**src/common/MemorySystem_macros.svh**
```systemverilog
// ~~~~~~~~~~~~~~~~~~~~~~~~~~~~~~~~~~~~~~~~~~~~~~~~~~~~~~~~~~~~~~~~~~~~~~~~~
// Widths, serial depth and I/O address map of the memory system.
// Included by the type package and by any module that reads the map.
// ~~~~~~~~~~~~~~~~~~~~~~~~~~~~~~~~~~~~~~~~~~~~~~~~~~~~~~~~~~~~~~~~~~~~~~~~~

`ifndef MEMORY_SYSTEM_MACROS_SVH
`define MEMORY_SYSTEM_MACROS_SVH

// Word and address widths
`define MEM_ADDR_WIDTH 32
`define MEM_DATA_WIDTH 32

// 3 bits gives 8 outstanding serials
`define MEM_SERIAL_WIDTH 3

// I/O window decoded on the top nibble
`define IO_BASE_ADDR 32'h4000_0000
`define IO_TX_OFFSET 32'h0000_0000
`define IO_STATUS_OFFSET 32'h0000_0004

`define PERF_COUNT_WIDTH 16

`endif

```
**src/common/MemorySystemTypes.sv**
```systemverilog
// ~~~~~~~~~~~~~~~~~~~~~~~~~~~~~~~~~~~~~~~~~~~~~~~~~~~~~~~~~~~~~~~~~~~~~~~~~
// Shared types of the memory system: addresses, data words, serials,
// counter values and the client name used for read routing.
// ~~~~~~~~~~~~~~~~~~~~~~~~~~~~~~~~~~~~~~~~~~~~~~~~~~~~~~~~~~~~~~~~~~~~~~~~~

`include "MemorySystem_macros.svh"

package MemorySystemTypes;

    // Physical address
    typedef logic [`MEM_ADDR_WIDTH-1:0] PhyAddrPath;

    // One memory word
    typedef logic [`MEM_DATA_WIDTH-1:0] MemoryEntryDataPath;

    // Serials handed out by the memory
    typedef logic [`MEM_SERIAL_WIDTH-1:0] MemAccessSerial;
    typedef logic [`MEM_SERIAL_WIDTH-1:0] MemWriteSerial;

    // One transmit character
    typedef logic [7:0] SerialDataPath;

    typedef logic [`PERF_COUNT_WIDTH-1:0] PerfCountPath;

    // Owner of an access
    typedef enum logic {
        CLIENT_FETCH,
        CLIENT_DATA
    } MemClient;

endpackage

```
**src/hw/MemoryAccessController/ReadSerialTable.sv**
```systemverilog
// ~~~~~~~~~~~~~~~~~~~~~~~~~~~~~~~~~~~~~~~~~~~~~~~~~~~~~~~~~~~~~~~~~~~~~~~~~
// Tracks which client owns each outstanding read serial, so returned
// words find their client whatever order the memory answers in.
// ~~~~~~~~~~~~~~~~~~~~~~~~~~~~~~~~~~~~~~~~~~~~~~~~~~~~~~~~~~~~~~~~~~~~~~~~~

`timescale 1ns/10ps

`include "MemorySystem_macros.svh"

module ReadSerialTable (
    input  logic clk,
    input  logic rstN,
    input  logic alloc,
    input  MemorySystemTypes::MemAccessSerial allocSerial,
    input  MemorySystemTypes::MemClient allocClient,
    input  logic lookupValid,
    input  MemorySystemTypes::MemAccessSerial lookupSerial,
    output MemorySystemTypes::MemClient lookupClient,
    output logic lookupHit
);
    import MemorySystemTypes::*;

    localparam int SERIAL_NUM = 1 << `MEM_SERIAL_WIDTH;

    logic [SERIAL_NUM-1:0] entryValid;
    MemClient owner [SERIAL_NUM];

    // Stray responses miss here and are dropped
    assign lookupHit = lookupValid && entryValid[lookupSerial];
    assign lookupClient = owner[lookupSerial];

    always_ff @(posedge clk) begin
        if (!rstN) begin
            entryValid <= '0;
        end else begin
            // A new alloc on the same serial overrides the free
            if (lookupHit) begin
                entryValid[lookupSerial] <= 1'b0;
            end
            if (alloc) begin
                entryValid[allocSerial] <= 1'b1;
            end
        end
    end

    always_ff @(posedge clk) begin
        if (alloc) begin
            owner[allocSerial] <= allocClient;
        end
    end

endmodule

```
**src/hw/MemoryAccessController/MemoryAccessController.sv**
```systemverilog
// ~~~~~~~~~~~~~~~~~~~~~~~~~~~~~~~~~~~~~~~~~~~~~~~~~~~~~~~~~~~~~~~~~~~~~~~~~
// Serves the fetch and data clients over four-phase req/ack handshakes.
// Arbitrates the external port round robin, diverts the I/O window to the
// I/O unit and routes read data back by serial.
// ~~~~~~~~~~~~~~~~~~~~~~~~~~~~~~~~~~~~~~~~~~~~~~~~~~~~~~~~~~~~~~~~~~~~~~~~~

`timescale 1ns/10ps

`include "MemorySystem_macros.svh"

module MemoryAccessController (
    input  logic clk,
    input  logic rstN,
    input  logic fetchReq,
    input  MemorySystemTypes::PhyAddrPath fetchAddr,
    output logic fetchAck,
    output MemorySystemTypes::MemoryEntryDataPath fetchData,
    input  logic dataReq,
    input  logic dataWE,
    input  MemorySystemTypes::PhyAddrPath dataAddr,
    input  MemorySystemTypes::MemoryEntryDataPath dataWriteData,
    output logic dataAck,
    output MemorySystemTypes::MemoryEntryDataPath dataReadData,
    input  MemorySystemTypes::MemAccessSerial nextMemReadSerial,
    input  MemorySystemTypes::MemWriteSerial nextMemWriteSerial,
    input  logic memReadDataReady,
    input  MemorySystemTypes::MemAccessSerial memReadSerial,
    input  MemorySystemTypes::MemoryEntryDataPath memReadData,
    input  logic memAccessResponseValid,
    input  MemorySystemTypes::MemWriteSerial memAccessResponseSerial,
    input  logic memAccessReadBusy,
    input  logic memAccessWriteBusy,
    output MemorySystemTypes::PhyAddrPath memAccessAddr,
    output MemorySystemTypes::MemoryEntryDataPath memAccessWriteData,
    output logic memAccessRE,
    output logic memAccessWE,
    output logic ioWE,
    output logic ioRE,
    output MemorySystemTypes::PhyAddrPath ioOffset,
    output MemorySystemTypes::MemoryEntryDataPath ioWriteData,
    input  MemorySystemTypes::MemoryEntryDataPath ioReadData,
    output logic readDone,
    output logic writeDone,
    output logic ioDone
);
    import MemorySystemTypes::*;

    typedef enum logic [1:0] {
        ST_IDLE,
        ST_WAIT,
        ST_FLIGHT,
        ST_ACKED
    } ClientState;

    localparam PhyAddrPath IO_BASE = `IO_BASE_ADDR;

    ClientState fetchState;
    ClientState dataState;
    logic dataIsIo;
    logic ioPending;
    logic preferData;
    MemWriteSerial dataWriteSerial;
    logic fetchWant;
    logic dataWant;
    logic fetchGrant;
    logic dataGrant;
    logic fetchReturn;
    logic dataReturn;
    logic writeReturn;
    MemClient lookupClient;
    logic lookupHit;

    assign dataIsIo = dataAddr[`MEM_ADDR_WIDTH-1 -: 4] == IO_BASE[`MEM_ADDR_WIDTH-1 -: 4];

    // A client only competes when its enable is free
    assign fetchWant = fetchState == ST_WAIT && !memAccessReadBusy;
    assign dataWant = dataState == ST_WAIT &&
        (dataWE ? !memAccessWriteBusy : !memAccessReadBusy);
    assign fetchGrant = fetchWant && !(dataWant && preferData);
    assign dataGrant = dataWant && !fetchGrant;

    assign memAccessRE = fetchGrant || (dataGrant && !dataWE);
    assign memAccessWE = dataGrant && dataWE;
    assign memAccessAddr = dataGrant ? dataAddr : fetchAddr;
    assign memAccessWriteData = dataWriteData;

    // I/O pulses go out in the accept cycle
    assign ioRE = dataState == ST_IDLE && dataReq && dataIsIo && !dataWE;
    assign ioWE = dataState == ST_IDLE && dataReq && dataIsIo && dataWE;
    assign ioOffset = dataAddr - IO_BASE;
    assign ioWriteData = dataWriteData;

    ReadSerialTable readSerialTable (
        .clk, .rstN,
        .alloc(memAccessRE),
        .allocSerial(nextMemReadSerial),
        .allocClient(dataGrant ? CLIENT_DATA : CLIENT_FETCH),
        .lookupValid(memReadDataReady),
        .lookupSerial(memReadSerial),
        .lookupClient(lookupClient),
        .lookupHit(lookupHit)
    );

    assign fetchReturn = fetchState == ST_FLIGHT && lookupHit && lookupClient == CLIENT_FETCH;
    assign dataReturn = dataState == ST_FLIGHT && !ioPending && !dataWE &&
        lookupHit && lookupClient == CLIENT_DATA;
    assign writeReturn = dataState == ST_FLIGHT && !ioPending && dataWE &&
        memAccessResponseValid && memAccessResponseSerial == dataWriteSerial;

    always_ff @(posedge clk) begin
        if (!rstN) begin
            fetchState <= ST_IDLE;
            fetchAck <= 1'b0;
        end else begin
            case (fetchState)
                ST_IDLE: if (fetchReq) fetchState <= ST_WAIT;
                ST_WAIT: if (fetchGrant) fetchState <= ST_FLIGHT;
                ST_FLIGHT: begin
                    if (fetchReturn) begin
                        fetchState <= ST_ACKED;
                        fetchAck <= 1'b1;
                    end
                end
                default: begin
                    if (!fetchReq) begin
                        fetchState <= ST_IDLE;
                        fetchAck <= 1'b0;
                    end
                end
            endcase
        end
    end

    always_ff @(posedge clk) begin
        if (!rstN) begin
            dataState <= ST_IDLE;
            dataAck <= 1'b0;
            ioPending <= 1'b0;
        end else begin
            case (dataState)
                ST_IDLE: begin
                    if (dataReq) begin
                        dataState <= dataIsIo ? ST_FLIGHT : ST_WAIT;
                        ioPending <= dataIsIo;
                    end
                end
                ST_WAIT: if (dataGrant) dataState <= ST_FLIGHT;
                ST_FLIGHT: begin
                    if (ioPending || dataReturn || writeReturn) begin
                        dataState <= ST_ACKED;
                        dataAck <= 1'b1;
                        ioPending <= 1'b0;
                    end
                end
                default: begin
                    if (!dataReq) begin
                        dataState <= ST_IDLE;
                        dataAck <= 1'b0;
                    end
                end
            endcase
        end
    end

    // Round robin starting with fetch after reset
    always_ff @(posedge clk) begin
        if (!rstN) begin
            preferData <= 1'b0;
            readDone <= 1'b0;
            writeDone <= 1'b0;
            ioDone <= 1'b0;
        end else begin
            if (fetchGrant) preferData <= 1'b1;
            else if (dataGrant) preferData <= 1'b0;
            readDone <= fetchReturn || dataReturn;
            writeDone <= writeReturn;
            ioDone <= dataState == ST_FLIGHT && ioPending && dataWE &&
                ioOffset == `IO_TX_OFFSET;
        end
    end

    always_ff @(posedge clk) begin
        if (fetchReturn) fetchData <= memReadData;
        if (dataReturn) dataReadData <= memReadData;
        else if (dataState == ST_FLIGHT && ioPending) dataReadData <= ioReadData;
        if (dataGrant && dataWE) dataWriteSerial <= nextMemWriteSerial;
    end

endmodule

```
**src/hw/IO_Unit.sv**
```systemverilog
// ~~~~~~~~~~~~~~~~~~~~~~~~~~~~~~~~~~~~~~~~~~~~~~~~~~~~~~~~~~~~~~~~~~~~~~~~~
// Serial output unit. Writes to the transmit offset emit one character,
// and the status offset reads back the number of characters sent.
// ~~~~~~~~~~~~~~~~~~~~~~~~~~~~~~~~~~~~~~~~~~~~~~~~~~~~~~~~~~~~~~~~~~~~~~~~~

`timescale 1ns/10ps

`include "MemorySystem_macros.svh"

module IO_Unit (
    input  logic clk,
    input  logic rstN,
    input  logic ioWE,
    input  logic ioRE,
    input  MemorySystemTypes::PhyAddrPath ioOffset,
    input  MemorySystemTypes::MemoryEntryDataPath ioWriteData,
    output MemorySystemTypes::MemoryEntryDataPath ioReadData,
    output logic serialWE,
    output MemorySystemTypes::SerialDataPath serialWriteData
);
    import MemorySystemTypes::*;

    logic txWrite;
    MemoryEntryDataPath sentCount;

    assign txWrite = ioWE && ioOffset == `IO_TX_OFFSET;

    always_ff @(posedge clk) begin
        if (!rstN) begin
            serialWE <= 1'b0;
            sentCount <= '0;
        end else begin
            serialWE <= txWrite;
            if (txWrite) sentCount <= sentCount + 1'b1;
        end
    end

    // Read data is valid the cycle after ioRE
    always_ff @(posedge clk) begin
        if (txWrite) serialWriteData <= ioWriteData[7:0];
        if (ioRE) begin
            ioReadData <= (ioOffset == `IO_STATUS_OFFSET) ? sentCount : '0;
        end
    end

endmodule

```
**src/hw/PerformanceCounter.sv**
```systemverilog
// ~~~~~~~~~~~~~~~~~~~~~~~~~~~~~~~~~~~~~~~~~~~~~~~~~~~~~~~~~~~~~~~~~~~~~~~~~
// Saturating counts of completed memory reads, memory writes and I/O
// transmit writes, fed by one-cycle pulses from the access controller.
// ~~~~~~~~~~~~~~~~~~~~~~~~~~~~~~~~~~~~~~~~~~~~~~~~~~~~~~~~~~~~~~~~~~~~~~~~~

`timescale 1ns/10ps

module PerformanceCounter (
    input  logic clk,
    input  logic rstN,
    input  logic readDone,
    input  logic writeDone,
    input  logic ioDone,
    output MemorySystemTypes::PerfCountPath readCount,
    output MemorySystemTypes::PerfCountPath writeCount,
    output MemorySystemTypes::PerfCountPath ioWriteCount
);
    import MemorySystemTypes::*;

    // Sticks at all ones
    function automatic PerfCountPath satInc(input PerfCountPath value);
        return (value == '1) ? value : value + 1'b1;
    endfunction

    always_ff @(posedge clk) begin
        if (!rstN) begin
            readCount <= '0;
            writeCount <= '0;
            ioWriteCount <= '0;
        end else begin
            if (readDone) readCount <= satInc(readCount);
            if (writeDone) writeCount <= satInc(writeCount);
            if (ioDone) ioWriteCount <= satInc(ioWriteCount);
        end
    end

endmodule

```
**src/hw/MemorySystem.sv**
```systemverilog
// ~~~~~~~~~~~~~~~~~~~~~~~~~~~~~~~~~~~~~~~~~~~~~~~~~~~~~~~~~~~~~~~~~~~~~~~~~
// Top level of the memory system. Connects the access controller, the
// serial I/O unit and the performance counter to the external memory port.
// ~~~~~~~~~~~~~~~~~~~~~~~~~~~~~~~~~~~~~~~~~~~~~~~~~~~~~~~~~~~~~~~~~~~~~~~~~

`timescale 1ns/10ps

module MemorySystem (
    input  logic clk,
    input  logic rstN,
    input  logic fetchReq,
    input  MemorySystemTypes::PhyAddrPath fetchAddr,
    output logic fetchAck,
    output MemorySystemTypes::MemoryEntryDataPath fetchData,
    input  logic dataReq,
    input  logic dataWE,
    input  MemorySystemTypes::PhyAddrPath dataAddr,
    input  MemorySystemTypes::MemoryEntryDataPath dataWriteData,
    output logic dataAck,
    output MemorySystemTypes::MemoryEntryDataPath dataReadData,
    input  MemorySystemTypes::MemAccessSerial nextMemReadSerial,
    input  MemorySystemTypes::MemWriteSerial nextMemWriteSerial,
    input  logic memReadDataReady,
    input  MemorySystemTypes::MemAccessSerial memReadSerial,
    input  MemorySystemTypes::MemoryEntryDataPath memReadData,
    input  logic memAccessResponseValid,
    input  MemorySystemTypes::MemWriteSerial memAccessResponseSerial,
    input  logic memAccessReadBusy,
    input  logic memAccessWriteBusy,
    output MemorySystemTypes::PhyAddrPath memAccessAddr,
    output MemorySystemTypes::MemoryEntryDataPath memAccessWriteData,
    output logic memAccessRE,
    output logic memAccessWE,
    output logic serialWE,
    output MemorySystemTypes::SerialDataPath serialWriteData,
    output MemorySystemTypes::PerfCountPath readCount,
    output MemorySystemTypes::PerfCountPath writeCount,
    output MemorySystemTypes::PerfCountPath ioWriteCount
);
    import MemorySystemTypes::*;

    // Controller to I/O unit
    logic ioWE;
    logic ioRE;
    PhyAddrPath ioOffset;
    MemoryEntryDataPath ioWriteData;
    MemoryEntryDataPath ioReadData;

    // Completion pulses
    logic readDone;
    logic writeDone;
    logic ioDone;

    MemoryAccessController memoryAccessController (
        .clk, .rstN,
        .fetchReq, .fetchAddr, .fetchAck, .fetchData,
        .dataReq, .dataWE, .dataAddr, .dataWriteData, .dataAck, .dataReadData,
        .nextMemReadSerial, .nextMemWriteSerial,
        .memReadDataReady, .memReadSerial, .memReadData,
        .memAccessResponseValid, .memAccessResponseSerial,
        .memAccessReadBusy, .memAccessWriteBusy,
        .memAccessAddr, .memAccessWriteData, .memAccessRE, .memAccessWE,
        .ioWE, .ioRE, .ioOffset, .ioWriteData, .ioReadData,
        .readDone, .writeDone, .ioDone
    );

    IO_Unit ioUnit (
        .clk, .rstN,
        .ioWE, .ioRE, .ioOffset, .ioWriteData, .ioReadData,
        .serialWE, .serialWriteData
    );

    PerformanceCounter perfCounter (
        .clk, .rstN,
        .readDone, .writeDone, .ioDone,
        .readCount, .writeCount, .ioWriteCount
    );

endmodule

```
**config.mk**
```make
export PLATFORM = sky130hd
export DESIGN_NAME = MemorySystem
export DESIGN_NICKNAME = d
export VERILOG_FILES = /design/src/common/MemorySystemTypes.sv /design/src/hw/MemoryAccessController/ReadSerialTable.sv /design/src/hw/MemoryAccessController/MemoryAccessController.sv /design/src/hw/IO_Unit.sv /design/src/hw/PerformanceCounter.sv /design/src/hw/MemorySystem.sv
export VERILOG_INCLUDE_DIRS = /design/src /design/src/common
export SDC_FILE = /design/constraint.sdc
export NUM_CORES = 1
export LEC_CHECK = 0
export BUFFER_PORTS_ARGS = -buffer_cell sky130_fd_sc_hd__buf_4
export CAP_MARGIN = 20
export CORE_MARGIN = 8
export CORE_UTILIZATION = 51
export DETAILED_ROUTE_END_ITERATION = 6
export PLACE_DENSITY = 0.81
export SKIP_CTS_REPAIR_TIMING = 1
export SYNTH_ARGS = -nofsm -noshare
export SYNTH_HDL_FRONTEND = slang
export SYNTH_SLANG_ARGS = --single-unit
```
**constraint.sdc**
```tcl
create_clock -name clk -period 3.7 [get_ports clk]
set_input_delay 0.74 -clock clk [delete_from_list [all_inputs] [get_ports clk]]
set_output_delay 0.74 -clock clk [all_outputs]
set_load 0.01 [all_outputs]
```
==> metrics.json <==
{
  "sta": {
    "timing.max_slew.rel_slack_pct": 57.10,
    "achievable_frequency_mhz": 290.9,
    "layout_setup_ws_ns": 0.2620,
    "grt_setup_unrepaired": "no",
    "final-setup-viol-count": 0,
    "tightest_slew_ns": 0.6417,
    "worst_clock_skew_ns": 0.008061,
    "final_hold_viol_count": 0,
    "min_period_over_period_pct": 92.92,
    "timing.final.max_slew_violations": 0,
    "finalSetupTns_ns": 0,
    "minimum_clock_period_after_layout_ns": 3.438
  },
  "final_layout": {
    "final_cells": 1430,
    "area_growth_from_synthesis_to_layout_pct": 29.26,
    "fin_nets": 1310,
    "ant_diodes": 0,
    "layout_commonest_cell": "sky130_fd_sc_hd__buf_4",
    "mostFrequentLayoutCells": "sky130_fd_sc_hd__buf_4 (297), sky130_fd_sc_hd__edfxtp_1 (115), sky130_fd_sc_hd__dfxtp_1 (100)",
    "final_area_um2": 12890,
    "final_layout_size_suffix_gt1_share_pct": 35.71
  },
  "pwr": {
    "ir_worst_vdd_mv": 0.3376,
    "power-per-cell-area_nw_per_um2": 421.1,
    "power_mw": 5.430,
    "static-leakage-power_nw": 4.977
  },
  "setup_path": {
    "cp_cell_sequence": "inv_1, ha_1, nor3b_1, or2_4, buf_4, mux2_2, buf_4",
    "max_incr_delay_on_cp_ns": 0.41,
    "reg2reg_setup_slack_ns": 1.13,
    "worst_setup_path_start_kind": "register",
    "crit_fanout": 23,
    "critPathRequiredTime_ns": 2.96,
    "crit_type": "reg2out",
    "arrival_ns": 2.70,
    "cp_common_cell": "sky130_fd_sc_hd__buf_4",
    "worst_path_max_delay_cell": "sky130_fd_sc_hd__or2_4",
    "crit_path_end_kind": "primary output"
  },
  "run_status": {
    "outcome": "completed"
  },
  "synthesis": {
    "post_synthesis_sequential_element_count": 215,
    "async_reset_ff_share_pct": 0,
    "synthesis.instances": 895,
    "synthesis.area_um2": 9975,
    "postSynthNetCount": 1055,
    "synth_sequential_area_ratio_pct": 54.69,
    "syn_avg_cell_area_um2": 11.14,
    "synth_flop_cell": "sky130_fd_sc_hd__edfxtp_1",
    "synth_enable_flop_cells": 115,
    "yosys.cell_types.count": 53,
    "yosys_warnings": 0
  },
  "global_route": {
    "vias_in_the_first_global_route": 7688,
    "largest_net_degree_at_the_start_of_global_routing": 67,
    "grt_util_all_layers_pct": 19.64,
    "grt_antenna_before_repair": 0,
    "globalRouteOverflowTotal": 0,
    "grt_pass1_wl_um": 39500
  },
  "cts": {
    "cts.reportedPaths.clkPinSlew_ns": 0.06,
    "ctsHtreeMaxLevel": 1,
    "cts_root_buffer_type": "sky130_fd_sc_hd__clkbuf_16",
    "clock_buffers_created_by_tritoncts": 23,
    "cts_tree": "done",
    "cts_sinks": 215,
    "worst_skew_pair.late_latency_ns": 0.49,
    "cts_max_path_buffers": 3
  },
  "placed_design": {
    "placed_cells_incl_taps": 1390,
    "place.port_buffers": 289,
    "post_dp_cell_area_um2": 12180,
    "detailed_place_hpwl_um": 18350,
    "dp_worst_setup_slack_ns": 0.4868,
    "rd_place_congestion": 0.8917
  },
  "floorplanning": {
    "std_cell_rows": 51,
    "boundaryPins": 338,
    "floorplan.initialDensity_pct": 51.59,
    "die_h_um": 155.9,
    "die_width_um": 155.9,
    "core_area_um2": 19330,
    "floorplan.die_area_um2": 24290
  },
  "drt": {
    "drt-vias-per-instance": 5.490,
    "detail_route.iter0.violations": 509,
    "antenna_violating_nets_post_route": 0,
    "drt_wl_total_um": 24990,
    "remaining_drc_errors": 0,
    "wire_per_inst_um": 17.48,
    "num_vias": 7850,
    "drt_first_pass_iters": 5
  },
  "hold_path": {
    "min_path_type": "in2reg"
  },
  "job": {
    "cap_viol_max_count": 0
  }
}
-- cell families (layout without fill, tap and decap cells) --
logic type / Yosys count / after routing / synth area share, %
AND/OR/NAND/NOR: 323 / 323 / 18.09
multiplexers: 81 / 81 / 9.370
buffers and inverters: 100 / 370 / 5.180
flip-flops: 215 / 215 / 54.69
XOR/XNOR: 44 / 44 / 3.864
adder cells (fa/ha/maj): 11 / 11 / 1.380
AO/OA/AOI/OAI: 121 / 121 / 7.426
-- registers in the layout, indices dropped and copies added (netlist names), 16 cells and up --
name	flops
memoryAccessController.fetchData	32
perfCounter.readCount	16
ioUnit.sentCount	32
memoryAccessController.dataReadData	32
perfCounter.ioWriteCount	16
ioUnit.ioReadData	32
perfCounter.writeCount	16
-- critical path, delay by kind of cell (launching register included) --
family	cells	cell delay [ns]
muxes	1	0.36
adders and majority gates	1	0.25
buffers and inverters	3	0.46
and+or+nand+nor	2	0.79
DFF	1	0.33
-- routing by layer --
layer | part of all wire, % | GRT usage [%] | wire, um
met4 | 1.2 | 4.113 | 295
met3 | 7.9 | 4.460 | 1978
met2 | 49 | 33.34 | 12200
met5 | 0 | 0 | 0
met1 | 42 | 25.14 | 10520
-- cells in the mapped netlist, drive strengths merged, types with 9 or more instances --
cell    number  area share, %
nor2        66            2.5
or4         26            2.0
a21oi       38            1.9
and3        40            2.5
a31oi        9           0.56
edfxtp     115             35
nor4        12           0.75
mux2i        9           0.90
nand2       48            1.8
dfxtp      100             20
xor2        29            2.5
o31ai       24            1.8
buf         40            2.9
nand4       19            1.3
inv         30            1.1
nor3        17           0.85
mux2        69            7.8
xnor2       15            1.3
clkbuf      29            1.1
nand3       41            2.1
o21ai       32            1.6
ha          11            1.4
and4        17            1.5
-- final timing paths --
kind                                                                             to                                              start  cells after the start
worst max-delay path                                               memAccessAddr[7]  memoryAccessController.fetchState[1]$_SDFFE_PN0P_                      7
worst min-delay path            memoryAccessController.dataWriteSerial[1]$_DFFE_PP_                              nextMemWriteSerial[1]                      1
worst max register to register                     ioUnit.sentCount[6]$_SDFFE_PN0P_   memoryAccessController.dataState[1]$_SDFFE_PN0P_                      7
worst min register to register                    ioUnit.sentCount[31]$_SDFFE_PN0P_                  ioUnit.sentCount[31]$_SDFFE_PN0P_                      2
-- through the flow --
step,hold slack (ns),util [%]
after floorplan,0.4415,-
after global placement,0.4650,62.98
after detailed placement,0.4708,62.98
after CTS,0.4060,66.67
after global routing,0.4015,66.69
final,0.4221,66.69
-- report_power, final --
part           switching (mW)  internal (mW)
combinational           0.350          0.360
clock                   0.896           1.25
sequential             0.0259           2.55
total                    1.27           4.16
-- cell type report --
class                           count  area [um^2]
Timing Repair Buffer              299         2270
Fill cell                        1485         6441
Sequential cell                   215         5455
Clock inverter                     12        98.84
Multi-Input combinational cell    580         4008
Tap cell                          265        331.6
Clock buffer                       28        614.3
Inverter                           31        116.4
(Power assumes the default switching activity.)
